<file path="config.mk">
export PLATFORM = sky130hd
export DESIGN_NAME = xcvr_mgmt_top
export DESIGN_NICKNAME = d
export VERILOG_FILES = /design/src/hw/xcvr_mgmt_pkg.sv /design/src/hw/mgmt_csr_common.sv /design/src/hw/mgmt_csr_pcs.sv /design/src/hw/mgmt_read_port.sv /design/src/hw/xcvr_reset_seq.sv /design/src/hw/xcvr_mgmt_top.sv
export SDC_FILE = /design/constraint.sdc
export NUM_CORES = 1
export LEC_CHECK = 0
export BUFFER_PORTS_ARGS = -buffer_cell sky130_fd_sc_hd__buf_2
export CORE_MARGIN = 2
export CORE_UTILIZATION = 40
export CTS_CLUSTER_SIZE = 8
export DETAILED_ROUTE_END_ITERATION = 6
export GPL_ROUTABILITY_DRIVEN = 0
export GPL_TIMING_DRIVEN = 1
export PLACE_DENSITY = 0.67
export SLEW_MARGIN = 20
export SYNTH_ARGS = -nofsm -noshare
export SYNTH_HDL_FRONTEND = slang
export SYNTH_SLANG_ARGS = --single-unit
</file>
<file path="constraint.sdc">
create_clock -name phy_mgmt_clk -period 2.6 [get_ports phy_mgmt_clk]
set_clock_uncertainty 0.1 [all_clocks]
set_input_delay 0.65 -clock phy_mgmt_clk [delete_from_list [all_inputs] [get_ports phy_mgmt_clk]]
set_output_delay 0.65 -clock phy_mgmt_clk [all_outputs]
set_load 0.005 [all_outputs]
</file>
<file path="src/hw/xcvr_mgmt_pkg.sv">
/* widths, register map, reset timings and shared types of the transceiver
   management logic; compile it before every RTL and bench file */
`default_nettype none

package xcvr_mgmt_pkg;

  ////////////////////////////////////////////////////////////////////////////
  // widths
  ////////////////////////////////////////////////////////////////////////////
  localparam int LANES       = 4;   // transceiver lanes
  localparam int MGMT_ADDR_W = 8;   // management word address
  localparam int MGMT_DATA_W = 32;
  localparam int TIMER_W     = 6;   // covers the longest reset period

  typedef logic [LANES-1:0]       lane_vec_t;   // one bit per lane
  typedef logic [MGMT_ADDR_W-1:0] mgmt_addr_t;
  typedef logic [MGMT_DATA_W-1:0] mgmt_data_t;
  typedef logic [TIMER_W-1:0]     rst_timer_t;

  ////////////////////////////////////////////////////////////////////////////
  // register map
  ////////////////////////////////////////////////////////////////////////////
  localparam mgmt_addr_t ADDR_STATUS     = 8'h22;  // ro: pll_locked, tx_ready, rx_ready
  localparam mgmt_addr_t ADDR_RX_LOCK    = 8'h23;  // ro: lockedtoref [3:0], lockedtodata [11:8]
  localparam mgmt_addr_t ADDR_RESET_REQ  = 8'h42;  // wo: all, tx digital, rx digital
  localparam mgmt_addr_t ADDR_LOOPBACK   = 8'h61;  // serial loopback per lane
  localparam mgmt_addr_t ADDR_LOCKTOREF  = 8'h64;
  localparam mgmt_addr_t ADDR_LOCKTODATA = 8'h65;
  localparam mgmt_addr_t ADDR_PCS_ERR    = 8'h82;  // w1c: errdetect [3:0], disperr [11:8]
  localparam mgmt_addr_t ADDR_TX_INVPOL  = 8'h83;

  // reset periods in phy_mgmt_clk cycles (reduced simulation values)
  localparam int T_PLL_POWERDOWN   = 16;
  localparam int T_TX_DIGITALRESET = 8;   // counted from synchronized pll_locked
  localparam int T_RX_ANALOGRESET  = 8;
  localparam int T_RX_DIGITALRESET = 32;  // counted from all lanes locked to ref

  // reset sequencer states
  typedef enum logic [1:0] {TX_PLL_PD, TX_WAIT_LOCK, TX_DIG_RST, TX_READY} tx_rst_state_t;
  typedef enum logic [1:0] {RX_ANA_RST, RX_WAIT_LOCK, RX_DIG_RST, RX_READY} rx_rst_state_t;

endpackage

`default_nettype wire

</file>
<file path="src/hw/mgmt_csr_common.sv">
/* common register block; loopback and lock forcing per lane, self-clearing
   reset requests for the sequencer, PHY and sequencer status readback */
`timescale 1ns/10ps
`default_nettype none

module mgmt_csr_common (
  input  wire                            phy_mgmt_clk,
  input  wire                            arst_n,
  input  wire xcvr_mgmt_pkg::mgmt_addr_t mgmt_address,
  input  wire                            mgmt_write,
  input  wire xcvr_mgmt_pkg::mgmt_data_t mgmt_writedata,
  input  wire                            pll_locked,
  input  wire xcvr_mgmt_pkg::lane_vec_t  rx_is_lockedtoref,
  input  wire xcvr_mgmt_pkg::lane_vec_t  rx_is_lockedtodata,
  input  wire                            tx_ready,
  input  wire                            rx_ready,
  output xcvr_mgmt_pkg::mgmt_data_t      rdata_common,
  output logic                           req_reset_all,
  output logic                           req_tx_digital,
  output logic                           req_rx_digital,
  output xcvr_mgmt_pkg::lane_vec_t       rx_seriallpbken,
  output xcvr_mgmt_pkg::lane_vec_t       rx_set_locktoref,
  output xcvr_mgmt_pkg::lane_vec_t       rx_set_locktodata
);
  import xcvr_mgmt_pkg::*;

  localparam int LANE_PAD = MGMT_DATA_W - LANES;  // zero fill above the lane bits

  logic rst_req_wr;  // write strobe for the request register

  assign rst_req_wr = mgmt_write && (mgmt_address == ADDR_RESET_REQ);

  ////////////////////////////////////////////////////////////////////////////
  // read/write lane registers
  ////////////////////////////////////////////////////////////////////////////
  always_ff @(posedge phy_mgmt_clk or negedge arst_n) begin
    if (!arst_n) begin
      rx_seriallpbken   <= '0;
      rx_set_locktoref  <= '0;
      rx_set_locktodata <= '0;
    end else if (mgmt_write) begin
      case (mgmt_address)
        ADDR_LOOPBACK:   rx_seriallpbken   <= mgmt_writedata[LANES-1:0];
        ADDR_LOCKTOREF:  rx_set_locktoref  <= mgmt_writedata[LANES-1:0];
        ADDR_LOCKTODATA: rx_set_locktodata <= mgmt_writedata[LANES-1:0];
        default: ;  // other addresses belong elsewhere
      endcase
    end
  end

  // reset requests, one cycle wide, gone again by the next cycle
  always_ff @(posedge phy_mgmt_clk or negedge arst_n) begin
    if (!arst_n) begin
      req_reset_all  <= 1'b0;
      req_tx_digital <= 1'b0;
      req_rx_digital <= 1'b0;
    end else begin
      req_reset_all  <= rst_req_wr & mgmt_writedata[0];  // full sequence
      req_tx_digital <= rst_req_wr & mgmt_writedata[1];  // tx pcs only
      req_rx_digital <= rst_req_wr & mgmt_writedata[2];  // rx pcs only
    end
  end

  ////////////////////////////////////////////////////////////////////////////
  // read mux
  ////////////////////////////////////////////////////////////////////////////
  always_comb begin
    case (mgmt_address)
      ADDR_STATUS:
        rdata_common = {{(MGMT_DATA_W-3){1'b0}}, rx_ready, tx_ready, pll_locked};
      ADDR_RX_LOCK:  // ref lock low byte, data lock next byte
        rdata_common = {{(MGMT_DATA_W-8-LANES){1'b0}}, rx_is_lockedtodata,
                        {(8-LANES){1'b0}}, rx_is_lockedtoref};
      ADDR_RESET_REQ:  rdata_common = '0;  // requests never read back
      ADDR_LOOPBACK:   rdata_common = {{LANE_PAD{1'b0}}, rx_seriallpbken};
      ADDR_LOCKTOREF:  rdata_common = {{LANE_PAD{1'b0}}, rx_set_locktoref};
      ADDR_LOCKTODATA: rdata_common = {{LANE_PAD{1'b0}}, rx_set_locktodata};
      default:         rdata_common = '1;  // not ours, neutral for the and
    endcase
  end

endmodule

`default_nettype wire

</file>
<file path="src/hw/mgmt_csr_pcs.sv">
/* PCS register block; transmit polarity inversion and sticky 8b/10b error
   and disparity flags per lane, cleared by writing ones */
`timescale 1ns/10ps
`default_nettype none

module mgmt_csr_pcs (
  input  wire                            phy_mgmt_clk,
  input  wire                            arst_n,
  input  wire xcvr_mgmt_pkg::mgmt_addr_t mgmt_address,
  input  wire                            mgmt_write,
  input  wire xcvr_mgmt_pkg::mgmt_data_t mgmt_writedata,
  input  wire xcvr_mgmt_pkg::lane_vec_t  rx_errdetect,
  input  wire xcvr_mgmt_pkg::lane_vec_t  rx_disperr,
  output xcvr_mgmt_pkg::mgmt_data_t      rdata_pcs,
  output xcvr_mgmt_pkg::lane_vec_t       tx_invpolarity
);
  import xcvr_mgmt_pkg::*;

  lane_vec_t err_sticky;   // 8b/10b code errors seen
  lane_vec_t disp_sticky;  // disparity errors seen
  lane_vec_t err_clr;      // write-one-to-clear masks
  lane_vec_t disp_clr;
  logic      err_wr;

  assign err_wr   = mgmt_write && (mgmt_address == ADDR_PCS_ERR);
  assign err_clr  = err_wr ? mgmt_writedata[LANES-1:0] : '0;
  assign disp_clr = err_wr ? mgmt_writedata[8 +: LANES] : '0;

  ////////////////////////////////////////////////////////////////////////////
  // polarity and sticky flags
  ////////////////////////////////////////////////////////////////////////////
  always_ff @(posedge phy_mgmt_clk or negedge arst_n) begin
    if (!arst_n) begin
      tx_invpolarity <= '0;
    end else if (mgmt_write && (mgmt_address == ADDR_TX_INVPOL)) begin
      tx_invpolarity <= mgmt_writedata[LANES-1:0];
    end
  end

  // new errors are ORed in after the clear, so a set wins over a clear
  always_ff @(posedge phy_mgmt_clk or negedge arst_n) begin
    if (!arst_n) begin
      err_sticky  <= '0;
      disp_sticky <= '0;
    end else begin
      err_sticky  <= (err_sticky  & ~err_clr)  | rx_errdetect;
      disp_sticky <= (disp_sticky & ~disp_clr) | rx_disperr;
    end
  end

  // read mux, all ones outside the pcs addresses
  always_comb begin
    case (mgmt_address)
      ADDR_PCS_ERR:
        rdata_pcs = {{(MGMT_DATA_W-8-LANES){1'b0}}, disp_sticky,
                     {(8-LANES){1'b0}}, err_sticky};
      ADDR_TX_INVPOL:
        rdata_pcs = {{(MGMT_DATA_W-LANES){1'b0}}, tx_invpolarity};
      default:
        rdata_pcs = '1;
    endcase
  end

endmodule

`default_nettype wire

</file>
<file path="src/hw/mgmt_read_port.sv">
/* management read port; merges the read data of both register blocks and
   stretches every read to one wait cycle through waitrequest */
`timescale 1ns/10ps
`default_nettype none

module mgmt_read_port (
  input  wire                            phy_mgmt_clk,
  input  wire                            arst_n,
  input  wire                            mgmt_read,
  input  wire xcvr_mgmt_pkg::mgmt_data_t rdata_common,
  input  wire xcvr_mgmt_pkg::mgmt_data_t rdata_pcs,
  output xcvr_mgmt_pkg::mgmt_data_t      mgmt_readdata,
  output logic                           mgmt_waitrequest
);
  import xcvr_mgmt_pkg::*;

  mgmt_data_t rdata_merged;  // blocks decode disjoint ranges
  logic       rd_phase;      // high in the cycle the read completes

  assign rdata_merged = rdata_common & rdata_pcs;

  // first cycle of a read stalls, second one delivers
  assign mgmt_waitrequest = mgmt_read & ~rd_phase;

  always_ff @(posedge phy_mgmt_clk or negedge arst_n) begin
    if (!arst_n) begin
      rd_phase <= 1'b0;
    end else begin
      rd_phase <= mgmt_read & ~rd_phase;  // drops after the data cycle
    end
  end

  // capture at the end of the wait cycle, address is held stable there
  always_ff @(posedge phy_mgmt_clk) begin
    if (mgmt_waitrequest) begin
      mgmt_readdata <= rdata_merged;
    end
  end

endmodule

`default_nettype wire

</file>
<file path="src/hw/xcvr_reset_seq.sv">
/* transceiver reset sequencer; synchronizes the lock flags and steps the tx
   and rx reset phases on timers, with restarts requested from the csr */
`timescale 1ns/10ps
`default_nettype none

module xcvr_reset_seq (
  input  wire                           phy_mgmt_clk,
  input  wire                           arst_n,
  input  wire                           pll_locked,
  input  wire xcvr_mgmt_pkg::lane_vec_t rx_is_lockedtoref,
  input  wire                           req_reset_all,
  input  wire                           req_tx_digital,
  input  wire                           req_rx_digital,
  output logic                          pll_powerdown,
  output xcvr_mgmt_pkg::lane_vec_t      tx_digitalreset,
  output xcvr_mgmt_pkg::lane_vec_t      rx_analogreset,
  output xcvr_mgmt_pkg::lane_vec_t      rx_digitalreset,
  output logic                          tx_ready,
  output logic                          rx_ready
);
  import xcvr_mgmt_pkg::*;

  logic [LANES:0] lock_meta;   // {pll, rx lanes}, first stage
  logic [LANES:0] lock_sync;
  logic           pll_lock_s;
  logic           rx_lock_all_s;  // every lane locked to ref
  tx_rst_state_t  tx_state;
  rx_rst_state_t  rx_state;
  rst_timer_t     tx_timer;
  rst_timer_t     rx_timer;

  ////////////////////////////////////////////////////////////////////////////
  // lock synchronizer
  ////////////////////////////////////////////////////////////////////////////
  always_ff @(posedge phy_mgmt_clk or negedge arst_n) begin
    if (!arst_n) begin
      lock_meta <= '0;
      lock_sync <= '0;
    end else begin
      lock_meta <= {pll_locked, rx_is_lockedtoref};
      lock_sync <= lock_meta;
    end
  end

  assign pll_lock_s    = lock_sync[LANES];
  assign rx_lock_all_s = &lock_sync[LANES-1:0];

  ////////////////////////////////////////////////////////////////////////////
  // tx side: pll powerdown, wait for lock, hold pcs reset, ready
  ////////////////////////////////////////////////////////////////////////////
  always_ff @(posedge phy_mgmt_clk or negedge arst_n) begin
    if (!arst_n) begin
      tx_state <= TX_PLL_PD;
      tx_timer <= '0;
    end else if (req_reset_all) begin  // full restart
      tx_state <= TX_PLL_PD;
      tx_timer <= '0;
    end else if (req_tx_digital && (tx_state == TX_DIG_RST || tx_state == TX_READY)) begin
      tx_state <= TX_DIG_RST;  // only the pcs phase again
      tx_timer <= '0;
    end else begin
      case (tx_state)
        TX_PLL_PD: begin
          if (tx_timer == rst_timer_t'(T_PLL_POWERDOWN - 1)) begin
            tx_state <= TX_WAIT_LOCK;
            tx_timer <= '0;
          end else begin
            tx_timer <= tx_timer + 1'b1;
          end
        end
        TX_WAIT_LOCK: begin
          if (pll_lock_s) tx_state <= TX_DIG_RST;
          tx_timer <= '0;
        end
        TX_DIG_RST: begin
          if (!pll_lock_s) begin
            tx_state <= TX_WAIT_LOCK;  // lock lost mid-count
          end else if (tx_timer == rst_timer_t'(T_TX_DIGITALRESET - 1)) begin
            tx_state <= TX_READY;
          end else begin
            tx_timer <= tx_timer + 1'b1;
          end
        end
        TX_READY: if (!pll_lock_s) tx_state <= TX_WAIT_LOCK;
        default:  tx_state <= TX_PLL_PD;
      endcase
    end
  end

  ////////////////////////////////////////////////////////////////////////////
  // rx side: analog reset, wait for ref lock, hold pcs reset, ready
  ////////////////////////////////////////////////////////////////////////////
  always_ff @(posedge phy_mgmt_clk or negedge arst_n) begin
    if (!arst_n) begin
      rx_state <= RX_ANA_RST;
      rx_timer <= '0;
    end else if (req_reset_all) begin
      rx_state <= RX_ANA_RST;
      rx_timer <= '0;
    end else if (req_rx_digital && (rx_state == RX_DIG_RST || rx_state == RX_READY)) begin
      rx_state <= RX_DIG_RST;
      rx_timer <= '0;
    end else begin
      case (rx_state)
        RX_ANA_RST: begin
          if (rx_timer == rst_timer_t'(T_RX_ANALOGRESET - 1)) begin
            rx_state <= RX_WAIT_LOCK;
            rx_timer <= '0;
          end else begin
            rx_timer <= rx_timer + 1'b1;
          end
        end
        RX_WAIT_LOCK: begin
          if (rx_lock_all_s) rx_state <= RX_DIG_RST;
          rx_timer <= '0;
        end
        RX_DIG_RST: begin
          if (!rx_lock_all_s) begin
            rx_state <= RX_WAIT_LOCK;
          end else if (rx_timer == rst_timer_t'(T_RX_DIGITALRESET - 1)) begin
            rx_state <= RX_READY;
          end else begin
            rx_timer <= rx_timer + 1'b1;
          end
        end
        RX_READY: if (!rx_lock_all_s) rx_state <= RX_WAIT_LOCK;
        default:  rx_state <= RX_ANA_RST;
      endcase
    end
  end

  // reset outputs decode straight from state, shared by all lanes
  assign pll_powerdown   = (tx_state == TX_PLL_PD);
  assign tx_digitalreset = {LANES{tx_state != TX_READY}};
  assign tx_ready        = (tx_state == TX_READY);
  assign rx_analogreset  = {LANES{rx_state == RX_ANA_RST}};
  assign rx_digitalreset = {LANES{rx_state != RX_READY}};  // also covers analog phase
  assign rx_ready        = (rx_state == RX_READY);

endmodule

`default_nettype wire

</file>
<file path="src/hw/xcvr_mgmt_top.sv">
/* management side of the PIPE transceiver wrapper; connects the register
   blocks, the read port and the reset sequencer to the PHY status pins */
`timescale 1ns/10ps
`default_nettype none

module xcvr_mgmt_top (
  input  wire                            phy_mgmt_clk,
  input  wire                            arst_n,
  // management slave
  input  wire xcvr_mgmt_pkg::mgmt_addr_t mgmt_address,
  input  wire                            mgmt_read,
  input  wire                            mgmt_write,
  input  wire xcvr_mgmt_pkg::mgmt_data_t mgmt_writedata,
  output wire xcvr_mgmt_pkg::mgmt_data_t mgmt_readdata,
  output wire                            mgmt_waitrequest,
  // status from the transceiver hard block
  input  wire                            pll_locked,
  input  wire xcvr_mgmt_pkg::lane_vec_t  rx_is_lockedtoref,
  input  wire xcvr_mgmt_pkg::lane_vec_t  rx_is_lockedtodata,
  input  wire xcvr_mgmt_pkg::lane_vec_t  rx_errdetect,
  input  wire xcvr_mgmt_pkg::lane_vec_t  rx_disperr,
  // resets and controls to the hard block
  output wire                            pll_powerdown,
  output wire xcvr_mgmt_pkg::lane_vec_t  tx_digitalreset,
  output wire xcvr_mgmt_pkg::lane_vec_t  rx_analogreset,
  output wire xcvr_mgmt_pkg::lane_vec_t  rx_digitalreset,
  output wire xcvr_mgmt_pkg::lane_vec_t  rx_seriallpbken,
  output wire xcvr_mgmt_pkg::lane_vec_t  rx_set_locktoref,
  output wire xcvr_mgmt_pkg::lane_vec_t  rx_set_locktodata,
  output wire xcvr_mgmt_pkg::lane_vec_t  tx_invpolarity,
  output wire                            tx_ready,
  output wire                            rx_ready
);
  import xcvr_mgmt_pkg::*;

  mgmt_data_t rdata_common;  // all ones outside the common map
  mgmt_data_t rdata_pcs;     // all ones outside the pcs map
  logic       req_reset_all;   // csr pulses into the sequencer
  logic       req_tx_digital;
  logic       req_rx_digital;

  mgmt_csr_common u_csr_common (
    .phy_mgmt_clk, .arst_n, .mgmt_address, .mgmt_write, .mgmt_writedata,
    .pll_locked, .rx_is_lockedtoref, .rx_is_lockedtodata, .tx_ready, .rx_ready,
    .rdata_common, .req_reset_all, .req_tx_digital, .req_rx_digital,
    .rx_seriallpbken, .rx_set_locktoref, .rx_set_locktodata
  );

  mgmt_csr_pcs u_csr_pcs (
    .phy_mgmt_clk, .arst_n, .mgmt_address, .mgmt_write, .mgmt_writedata,
    .rx_errdetect, .rx_disperr, .rdata_pcs, .tx_invpolarity
  );

  mgmt_read_port u_read_port (
    .phy_mgmt_clk, .arst_n, .mgmt_read, .rdata_common, .rdata_pcs,
    .mgmt_readdata, .mgmt_waitrequest
  );

  xcvr_reset_seq u_reset_seq (
    .phy_mgmt_clk, .arst_n, .pll_locked, .rx_is_lockedtoref,
    .req_reset_all, .req_tx_digital, .req_rx_digital,
    .pll_powerdown, .tx_digitalreset, .rx_analogreset, .rx_digitalreset,
    .tx_ready, .rx_ready
  );

endmodule

`default_nettype wire

</file>
Word-level counts from Yosys, hierarchy flattened
Cells that the tools add are included.
{ "totals": {"reg_bits": 86, "word_cells": 114, "output_inout_bits": 64, "input_bits": 61, "mem_bits_ro": 0, "mem_bits_rw": 0, "n_memories": 0, "latch_bits": 0} }
{ "op_classes": {"reduce_logical": 19, "order_cmp": 0, "n_eq_ne": 32, "n_mux": 32, "div": 0, "n_shift": 0, "n_bitwise": 12, "multipliers": 0, "addsub": 2} }
{ "ops": {"columns": ["cell", "count"], "rows": [
  ["case mux 32 bit (6 select lines)", 1],
  ["case mux 32 bit (2 select lines)", 1],
  ["2-to-1 mux 6 bit", 10],
  ["case mux 6 bit (3 select lines)", 2],
  ["AND 32 bit", 1],
  ["== test 8 x 7 -> 1 bit, second input constant", 4],
  ["2-to-1 mux 2 bit", 14],
  ["== test 8 x 6 -> 1 bit, second input constant", 2],
  ["== test 8 bit, second input constant", 2],
  ["inequality test 4 bit, second input constant", 4],
  ["case mux 2 bit (4 select lines)", 2],
  ["adder 6 x 1 -> 6 bit, second input constant", 2],
  ["== test 6 x 3 -> 1 bit, second input constant", 2],
  ["AND reduction 4 bit", 3],
  ["inequality test 5 bit, second input constant", 2],
  ["nonzero test 5 bit", 2],
  ["AND 4 bit", 2],
  ["== test 2 bit, second input constant", 4],
  ["2-to-1 mux 4 bit", 2],
  ["inequality test 4 x 1 -> 1 bit, second input constant", 2],
  ["inequality test 4 x 2 -> 1 bit, second input constant", 2],
  ["inequality test 4 x 3 -> 1 bit, second input constant", 2],
  ["inverter 4 bit", 2],
  ["OR 4 bit", 2],
  ["other kinds (11)", 25]
]} }

Logic depth before layout (Yosys ltp)
Gate-level depths: netlist (run 1).
{ "depth": {"word_depth": 6, "mapped_depth": 7, "depth_no_buf": 7} }

Modules after synthesis
A second synthesis (run 1) with hierarchy kept.
{ "hier_totals": {"hier_cells": 403, "hier_area_um2": 4611.9} }
{ "by_module_without_submodules": {"columns": ["module", "seq_area_each_um2", "area_per_inst_um2", "n_inst", "cells_each"], "rows": [
  ["xcvr_reset_seq", 650.6, 1527.7, 1, 153],
  ["mgmt_read_port", 985.9, 1199.9, 1, 66],
  ["mgmt_csr_common", 375.4, 1071.0, 1, 97],
  ["mgmt_csr_pcs", 300.3, 813.3, 1, 87]
]} }

Least setup slack after synthesis (run 1)
Ideal clock, no wire load.
{ "synth_timing": {"path_kind": "register to register", "startpoint": "register u_reset_seq.tx_state[0]", "endpoint": "register u_reset_seq.tx_timer[4]", "synth_period_minus_slack_ns": 2.076, "setup_time_ns": 0.069, "t_arrival_ns": 1.907, "t_required_ns": 2.431, "setup_slack_ns": 0.524, "path_stages_with_launch": 8, "n_path_buf": 0, "cell_sequence": "dfrtp_1 -> inv_1 -> ha_1 -> nor4b_1 -> a221oi_4 -> nor2_2 -> or4b_1 -> nand3_1"} }
{ "synth_between": {"elab_chain_cells": 5, "elab_cells_between_ends": 13, "classes_between": "5 x eq/ne; 3 x mux; 5 x reduce/logical"} }
{ "synth_rtl": {"columns": ["element", "line", "rtl"], "rows": [
  ["from (decl)", "xcvr_reset_seq.sv:27", "tx_rst_state_t tx_state;"],
  ["from (signal assigned)", "xcvr_reset_seq.sv:53", "tx_state <= TX_PLL_PD;"],
  ["from (signal assigned)", "xcvr_reset_seq.sv:56", "tx_state <= TX_PLL_PD;"],
  ["from (signal assigned)", "xcvr_reset_seq.sv:59", "tx_state <= TX_DIG_RST;"],
  ["== test 2 bit, on equally long branches", "xcvr_reset_seq.sv:58, xcvr_reset_seq.sv:62", null],
  ["logical OR 1 bit", "xcvr_reset_seq.sv:58", "end else if (req_tx_digital && (tx_state == TX_DIG_RST || tx_state == TX_READY)) begin"],
  ["logical AND 1 bit", "xcvr_reset_seq.sv:58", null],
  ["inequality test 4 x 3 -> 1 bit (no line), or another cell as far along", null, null],
  ["AND reduction 3 bit (no line) / 2-to-1 mux 6 bit (equally long branches)", null, null],
  ["to (signal assigned)", "xcvr_reset_seq.sv:68", "tx_timer <= tx_timer + 1'b1;"],
  ["to (signal assigned)", "xcvr_reset_seq.sv:81", "tx_timer <= tx_timer + 1'b1;"],
  ["to (decl)", "xcvr_reset_seq.sv:29", "rst_timer_t tx_timer;"]
]} }
Several ways; a longest one is shown, not always the timed one.
A chain may end at the register's enable or synchronous reset.

Final worst setup path (run 1)
{ "layout_timing": {"startpoint": "register u_reset_seq.rx_state[0]", "endpoint": "register u_reset_seq.rx_timer[5]"} }
{ "layout_between": {"elab_chain_cells": 5, "elab_cells_between_ends": 13, "classes_between": "5 x eq/ne; 3 x mux; 5 x reduce/logical"} }
{ "layout_rtl": {"columns": ["element", "line", "rtl"], "rows": [
  ["from (decl)", "xcvr_reset_seq.sv:28", "rx_rst_state_t rx_state;"],
  ["from (signal assigned)", "xcvr_reset_seq.sv:95", "rx_state <= RX_ANA_RST;"],
  ["from (signal assigned)", "xcvr_reset_seq.sv:98", "rx_state <= RX_ANA_RST;"],
  ["from (signal assigned)", "xcvr_reset_seq.sv:101", "rx_state <= RX_DIG_RST;"],
  ["== test 2 bit, on equally long branches", "xcvr_reset_seq.sv:100, xcvr_reset_seq.sv:104", null],
  ["logical OR 1 bit", "xcvr_reset_seq.sv:100", "end else if (req_rx_digital && (rx_state == RX_DIG_RST || rx_state == RX_READY)) begin"],
  ["logical AND 1 bit", "xcvr_reset_seq.sv:100", null],
  ["inequality test 4 x 3 -> 1 bit (no line), or another cell as far along", null, null],
  ["AND reduction 3 bit (no line) / 2-to-1 mux 6 bit (equally long branches)", null, null],
  ["to (signal assigned)", "xcvr_reset_seq.sv:110", "rx_timer <= rx_timer + 1'b1;"],
  ["to (signal assigned)", "xcvr_reset_seq.sv:123", "rx_timer <= rx_timer + 1'b1;"],
  ["to (decl)", "xcvr_reset_seq.sv:30", "rst_timer_t rx_timer;"]
]} }
Several ways; a longest one is shown, not always the timed one.

==> results of run 1 <==
[worst max path at each step]
stage	from	end	slack, ns	depth (start not counted)
3_5_place_dp	mgmt_address[2]	u_csr_pcs.err_sticky[2]	0.32	6
2_1_floorplan	u_reset_seq.tx_state[0]	u_reset_seq.tx_timer[4]	0.52	7
4_1_cts	u_reset_seq.tx_state[0]	u_reset_seq.tx_timer[4]	0.32	7
6_report	u_reset_seq.rx_state[0]	u_reset_seq.rx_timer[5]	0.31	7
3_3_place_gp	u_reset_seq.tx_state[0]	u_reset_seq.tx_timer[4]	0.34	7
5_1_grt	u_reset_seq.rx_state[0]	u_reset_seq.rx_timer[5]	0.12	7
[metal layers]
metal	wire length (um)	global-route usage, %
met5	0	0
met2	3690	26.9
met1	3250	19.8
met4	100	7.15
met3	242	2.31
[synth_stat cells (2+ instances only)]
library cell	count	area, sq um
a211oi_1	2	15.0
a21o_1	11	82.6
a21oi_1	6	30.0
a22oi_1	12	90.1
and2_1	5	31.3
and3_1	2	12.5
and3b_1	2	17.5
and4_1	3	26.3
buf_2	3	15.0
buf_4	33	248
clkbuf_1	4	15.0
dfrtp_1	54	1350
edfxtp_1	9	270
ha_1	11	138
inv_1	10	37.5
mux2_2	22	248
mux2i_1	9	90.1
nand2_1	25	93.8
nand2b_1	9	56.3
nand3_1	15	75.1
nand3b_1	2	15.0
nand4_1	2	12.5
nand4b_1	4	35.0
nor2_1	14	52.6
nor2b_1	2	12.5
nor3_1	3	15.0
nor3b_1	2	15.0
nor4_1	3	18.8
nor4b_1	3	26.3
o211ai_1	2	15.0
o21a_1	2	15.0
o21ai_0	11	55.1
o31ai_1	3	22.5
or4_1	2	15.0
[cell type report]
| cell class | instances | area, sq um | area share, % |
|---|---|---|---|
| sequential | 63 | 1620 | 40.2 |
| multi-input combinational | 206 | 1500 | 37.3 |
| timing repair buffer | 106 | 558 | 13.9 |
| tap | 105 | 131 | 3.26 |
| clock buffer | 10 | 128 | 3.17 |
| clock inverter | 6 | 51.3 | 1.27 |
| inverter | 10 | 37.5 | 0.932 |
[registers in the layout (all words and copies together) (netlist names), 2 cells and up]
register                        cells
u_csr_common.rx_seriallpbken        4
u_reset_seq.tx_state                2
u_reset_seq.tx_timer                6
u_csr_pcs.disp_sticky               4
u_csr_common.rx_set_locktoref       4
u_csr_common.rx_set_locktodata      4
u_reset_seq.rx_state                2
u_reset_seq.lock_meta               5
u_csr_pcs.err_sticky                4
u_reset_seq.rx_timer                6
u_reset_seq.lock_sync               5
u_csr_pcs.tx_invpolarity            4
u_read_port.mgmt_readdata           9
[critical path, cell delays in order, from the launching register on]
cell and delay (ns):
dfrtp_1 0.41, inv_1 0.08, ha_1 0.27, o21a_1 0.27, nor3_4 0.23, o41ai_1 0.20, or4_1 0.44, o221ai_1 0.18
[cell families (layout without fill, tap and decap cells)]
kind of cell	Yosys count	in the layout	synth area share [%]
flip-flops	63	63	47.2
multiplexers	31	31	9.83
buffers and inverters	50	132	9.17
adder cells (fa/ha/maj)	11	11	4.00
AND/OR/NAND/NOR	105	105	17.5
AO/OA/AOI/OAI	59	59	12.4
[power groups by stage]
stage	clock [W]	combinational (W)	sequential (W)
after detailed placement	0	0.00120	0.00126
after CTS	0.000812	0.00121	0.00124
after global routing	0.000845	0.00135	0.00126
final	0.000785	0.00120	0.00124
after floorplan	0	0.000957	0.00123
after global placement	0	0.00118	0.00125
[per-stage QoR]
step	cell area, sq um	setup WS, ns
2_1_floorplan	3440	0.524
3_3_place_gp	3850	0.340
3_5_place_dp	3850	0.325
4_1_cts	4030	0.316
5_1_grt	4030	0.123
6_report	4030	0.314
==> metrics.md, run 1 <==
| Metric | Value |
|---|---|
| Run status | finished clean |
| Largest net degree at the start of global routing | 32 |
| Achievable frequency | 0.438 GHz |
| Transition at the pin with the smallest max-transition slack | 0.883 ns |
| Required time of the critical path | 2.74 ns |
| FF-to-FF setup slack | 0.31 ns |
| Proportion of layout cells with a drive suffix above 1 | 35.9% |
| Seq cells post-synth | 63 |
| Worst-case reg-to-reg path depth | 7 |
| Number of global-route vias before repair | 2639 |
| Full die area | 9350 sq um |
| Clock tree root driver cell | clkbuf_8 |
| Post-CTS Setup Repair Bufs | 0 |
| Antenna violations before repair | 0 |
| HPWL reported at the end of detailed placement | 5590 um |
| Total wire length after detailed routing | 7290 um |
| Non-filler instance count after layout | 506 |
| Internal power | 0.00207 W |
| Max-cap viol count | 0 |
| Maximum buffer depth of the clock tree | 2 |
| Filler instances | 808 |
| Number of clock sinks | 63 |
| Most instantiated flip-flop cell in the synthesis netlist | dfrtp_1 |
| Final-layout setup total negative slack | 0 ns |
| Resize count post-CTS | 0 |
| Category of the critical setup timing path | reg2reg |
| Fraction of the cycle the final worst path needs | 87.9% |
| Mean area per synthesized cell | 10.8 sq um |
| Detailed-route DRC error count | 0 |
| Final period demand of the worst path | 2.29 ns |
| Final Max Tran Viols | 0 |
| Commonest non-fill, non-tap cell in the layout | buf_2 |
| Floorplan die width | 96.7 um |
| Remaining number of nets flagged by the antenna check after routing | 0 |
| Number of nets produced by synthesis | 391 |
| Y dimension of the die | 96.7 um |
| Final Hold Slack | 0.217 ns |
| Count of final hold-check violations | 0 |
| HP Class | in2async |
| Max-slew headroom at the worst pin | 40.3% |
| IR drop worst, VDD | 0.279 mV |
| Unrepaired setup endpoints after global routing | no |
| Top library cells by usage in the layout, fill and taps aside | buf_2 (100), dfrtp_1 (54), nand2_1 (25), mux2_2 (22), nand3_1 (15) |
| Area inside the core boundary | 8260 sq um |
| Final design utilization | 48.8% |
| Number of I/O pins | 125 |
| Final Total Pwr | 0.00322 W |
| Power density over cell area | 799 nW/um^2 |
| Asr flop ratio synth | 85.7% |
| Number of distinct standard cells referenced by the synthesized netlist | 51 |
| Per-cell via count in the routed design | 5.11 |
| Antenna Diode Count | 0 |
| Logic pwr share | 37.2% |
| Iteration-0 DRC Markers | 66 |
| Number of standard-cell rows in the floorplan | 33 |
| Maximum fanout along the worst path | 7 |
| Startpoint Class | register |
| Part of the power in registers | 38.5% |
| Total Nets Final | 468 |
| Hold bufs inserted after CTS | 0 |
| Net switching power of the design | 0.00115 W |
| Starting density of the core | 41.6% |
| First-pass DRT Iterations | 4 |
| TritonCTS clock tree | built |
| Leakage component of the power | 1.83 nW |
| Worst endpoint data arrival time | 2.42 ns |
| Total standard cell area after synthesis | 3440 sq um |
| Number of buffer cells added on primary ports | 100 |
| Cts bufs inserted | 9 |
| Crit. End Element | register |
| Total of warnings raised by yosys | 0 |
| Total number of H-tree levels | 3 |
| DP Cell Count | 490 |
| First-pass GRT wire length | 12400 um |
| Clock-pin slew reported for the worst setup and hold paths after clock tree synthesis | 0.07 ns |
| Sequential share of the synthesized area | 47.2% |
| Number of synthesized flops with an enable pin | 9 |
| Reg-to-reg critical path endpoint | u_reset_seq.rx_timer[5] |
| Total gr overflow | 0 |
| Avg WL per Cell | 14.4 um |
| Clock power share | 24.4% |
| Post-synthesis to final-layout area growth | 17.2% |
| Source-to-sink clock delay at the later pin of the worst-skew pair | 0.32 ns |
| Total routing usage reported by global routing | 15.8% |
| Switching fraction of total power | 35.8% |
| Total vias in the final route | 2586 |
| Final Setup Violations | 0 |
| Crit Reg-Reg Startpoint | u_reset_seq.rx_state[0] |
| Synth Instances | 319 |
(Power assumes the default switching activity.)
==> inputs of run 2 (changes only) <==
Settings changed: ABC_CLOCK_PERIOD_IN_PS set to 2600, CORE_UTILIZATION 40 to 45, PLACE_DENSITY 0.67 to 0.7, SYNTH_HIERARCHICAL set to 1.
==> metrics.md, run 2 <==
| Metric | Value |
|---|---|
| Total gr overflow | 0 (unchanged) |
| Adder-cell area share of the yosys netlist | 2.98% (-1.0 points) |
| Most instantiated flip-flop cell in the synthesis netlist | dfrtp_1 |
| Run status | finished clean |
| Synth top cells by count | buf_4 (55), dfrtp_1 (54), and2_1 (37), edfxtp_1 (32) |
| Cell taking the most area after synthesis | dfrtp_1 |
| Total standard cell area after synthesis | 4610 sq um (+34%) |
| Sequential share of the synthesized area | 50.1% (+3.0 points) |
| Antenna violations before repair | 0 (unchanged) |
| Total Nets Final | 537 (+15%) |
| HPWL reported at the end of detailed placement | 6350 um (+14%) |
| Proportion of layout cells with a drive suffix above 1 | 37.7% (+1.7 points) |
| Total wire length after detailed routing | 8540 um (+17%) |
| Basic-gate share of the synthesized area counting and, or, nand and nor cells | 17.6% (+0.17 points) |
| Max-slew headroom at the worst pin | 62.3% (+22 points) |
| First-pass DRT Iterations | 5 (+1) |
| Cts bufs inserted | 9 (unchanged) |
| Commonest non-fill, non-tap cell in the layout | buf_2 |
| Per-cell via count in the routed design | 4.96 (-2.9%) |
| Total vias in the final route | 2991 (+16%) |
| Seq cells post-synth | 86 (+37%) |
| First-pass GRT wire length | 14300 um (+16%) |
| Count of final hold-check violations | 0 (unchanged) |
| Leakage component of the power | 2.18 nW (+19%) |
| Clock tree root driver cell | clkbuf_8 |
| Synth Instances | 403 (+26%) |
| Part of the power in registers | 45.0% (+6.5 points) |
| Final Total Pwr | 0.00360 W (+12%) |
| Total number of H-tree levels | 3 (unchanged) |
| Category of the critical setup timing path | in2reg |
| Transition at the pin with the smallest max-transition slack | 0.557 ns (-0.326 ns) |
| Final Max Tran Viols | 0 (unchanged) |
| Filler instances | 896 (+11%) |
| Final Setup Violations | 0 (unchanged) |
| Resize count post-CTS | 0 (unchanged) |
| Detailed-route DRC error count | 0 (unchanged) |
| Area inside the core boundary | 9860 sq um (+19%) |
| Asr flop ratio synth | 62.8% (-23 points) |
| Max-cap viol count | 0 (unchanged) |
| Most area-consuming cells after synthesis | dfrtp_1 (29%), edfxtp_1 (21%), buf_4 (9.0%) |
| Total routing usage reported by global routing | 16.1% (+0.33 points) |
| Number of buffer cells added on primary ports | 100 (unchanged) |
| Full die area | 11100 sq um (+18%) |
| IR drop worst, VDD | 0.302 mV (+8.2%) |
| Logic pwr share | 29.2% (-8.0 points) |
| Number of distinct standard cells referenced by the synthesized netlist | 62 (+22%) |
| Number of synthesized flops with an enable pin | 32 (+23) |
| Number of I/O pins | 125 (unchanged) |
| Clock power share | 25.8% (+1.4 points) |
| Most flops, register | u_read_port/mgmt_readdata |
| Antenna Diode Count | 0 (unchanged) |
| Multiplexer share of the synthesized area | 7.27% (-2.6 points) |
| Number of standard-cell rows in the floorplan | 36 (+9.1%) |
| Fraction of the cycle the final worst path needs | 89.3% (+1.4 points) |
| Post-synthesis to final-layout area growth | 11.2% |
| DP Cell Count | 587 (+20%) |
| Leading registers by flop count | u_read_port/mgmt_readdata x32, u_reset_seq/rx_timer x6, u_reset_seq/tx_timer x6 |
| Register Area | 2310 sq um (+43%) |
| Startpoint Class | primary input |
| Source-to-sink clock delay at the later pin of the worst-skew pair | 0.34 ns (+0.02 ns) |
| Final design utilization | 52.0% (+3.2 points) |
| Share of the synthesized netlist area taken by xor and xnor gates | 0% (unchanged) |
| Number of clock sinks | 86 (+37%) |
| Fin worst setup slack | 0.278 ns (-0.0364 ns) |
| Final-layout setup total negative slack | 0 ns (unchanged) |
| Multi-input combinational cell area | 1750 sq um (+17%) |
| Combinational family with the most area after synthesis | simple AND/OR/NAND/NOR gates |
| Worst endpoint data arrival time | 2.33 ns (-0.09 ns) |
| Total of warnings raised by yosys | 6 (+6) |
| TritonCTS clock tree | built |
| Power density over cell area | 702 nW/um^2 (-12%) |
| Clock-pin slew reported for the worst setup and hold paths after clock tree synthesis | 0.09 ns (+0.02 ns) |
| Area fraction in compound gates after synthesis | 10.1% (-2.3 points) |
| HP Class | in2async |
| Mean area per synthesized cell | 11.4 sq um (+6.2%) |
| Top library cells by usage in the layout, fill and taps aside | buf_2 (100), dfrtp_1 (54), and2_1 (37), edfxtp_1 (32) |
| Avg WL per Cell | 14.2 um (-1.6%) |
| Share of the synthesized area in the top cell type | 29.3% (-10 points) |
| Achievable frequency | 0.431 GHz (-1.6%) |
| Switching fraction of total power | 32.0% (-3.8 points) |
| Worst slack at placement | -0.0864 ns (-0.411 ns) |
| Hold bufs inserted after CTS | 0 (unchanged) |
| Remaining number of nets flagged by the antenna check after routing | 0 (unchanged) |
| Non-filler instance count after layout | 603 (+19%) |
| Y dimension of the die | 105 um (+8.8%) |
| Net switching power of the design | 0.00115 W (-0.14%) |
| Crit. End Element | register |
| Maximum buffer depth of the clock tree | 2 (unchanged) |
| Iteration-0 DRC Markers | 102 (+55%) |
| Required time of the critical path | 2.61 ns (-0.13 ns) |
| Maximum fanout along the worst path | 9 (+2) |
| Number of nets produced by synthesis | 475 (+21%) |
| Starting density of the core | 46.8% (+5.1 points) |
| Post-CTS Setup Repair Bufs | 0 (unchanged) |
| Final period demand of the worst path | 2.32 ns (+0.0364 ns) |
| Floorplan die width | 105 um (+8.8%) |
| Number of flip-flops under the largest register name | 32 (+23) |
| Internal power | 0.00245 W (+18%) |
| Most frequently used cell type in the post-synthesis netlist | buf_4 |
| Number of global-route vias before repair | 2944 (+12%) |
| Largest net degree at the start of global routing | 34 (+6.3%) |
| Unrepaired setup endpoints after global routing | no |
run 2: changes by cell type in the layout (fill, tap and decap cells not counted), moves of 6 or more:
cell,before,now
buf_4,5,12
edfxtp_1,9,32
inv_1,10,24
and2_1,5,37
a21o_2,0,6
nor2_1,14,21
a21o_1,11,1
a22oi_1,12,0
a31oi_1,1,10
nand2_1,25,17
run 2: layer usage:
layer,track usage [%],part of all wire [%],wire length [um]
met1,20.5,44,3790
met3,3.77,4.7,401
met2,27.5,50,4260
met4,4.57,1.1,91
met5,0,0,0
run 2: stage by stage:
step	hold slack (ns)	instance area, sq um
after global routing	0.199	5130
final	0.176	5130
after detailed placement	0.235	4930
after floorplan	0.231	4610
after global placement	0.231	4930
after CTS	0.185	5130
run 2: path summary, 6_finish.rpt:
path | startpoint | to | slack, ns | cells after the start
max | mgmt_address[4] | u_read_port/mgmt_readdata[3] | 0.28 | 6
min | arst_n | u_csr_common/rx_seriallpbken[0] | 0.18 | 1
max reg2reg | u_reset_seq/rx_state[0] | u_reset_seq/rx_timer[5] | 0.39 | 7
min reg2reg | u_reset_seq/lock_meta[1] | u_reset_seq/lock_sync[1] | 0.24 | 0
max in group asynchronous | arst_n | u_reset_seq/lock_sync[0] | 1.66 | 2
min in group phy_mgmt_clk | u_reset_seq/lock_meta[1] | u_reset_seq/lock_sync[1] | 0.24 | 0
run 2: power groups by stage:
stage	registers [W]	clock network, W	logic [W]
after floorplan	0.00162	0	0.000856
after global placement	0.00164	0	0.00102
after detailed placement	0.00165	0	0.00105
after CTS	0.00162	0.000958	0.00105
after global routing	0.00164	0.00100	0.00118
final	0.00162	0.000928	0.00105
run 2: worst max-delay path: stages:
cell and delay (ns):
buf_2 0.10, or3_4 0.39, or3b_1 0.38, o22a_1 0.33
a221o_1 0.31, and2_1 0.15
run 2: logic make-up after synthesis:
logic type / count (synthesis)
AND/OR/NAND/NOR: 125
buffers and inverters: 86
flip-flops: 86
AO/OA/AOI/OAI: 65
multiplexers: 30
adder cells (fa/ha/maj): 11
run 2: final cells by class:
type | count | area share [%]
clock buffers | 9 | 2.42
clock inverters | 7 | 1.42
repair buffers | 113 | 11.9
inverters | 24 | 1.76
well taps | 133 | 3.25
multi-input cells | 231 | 34.2
flip-flops and latches | 86 | 45.1
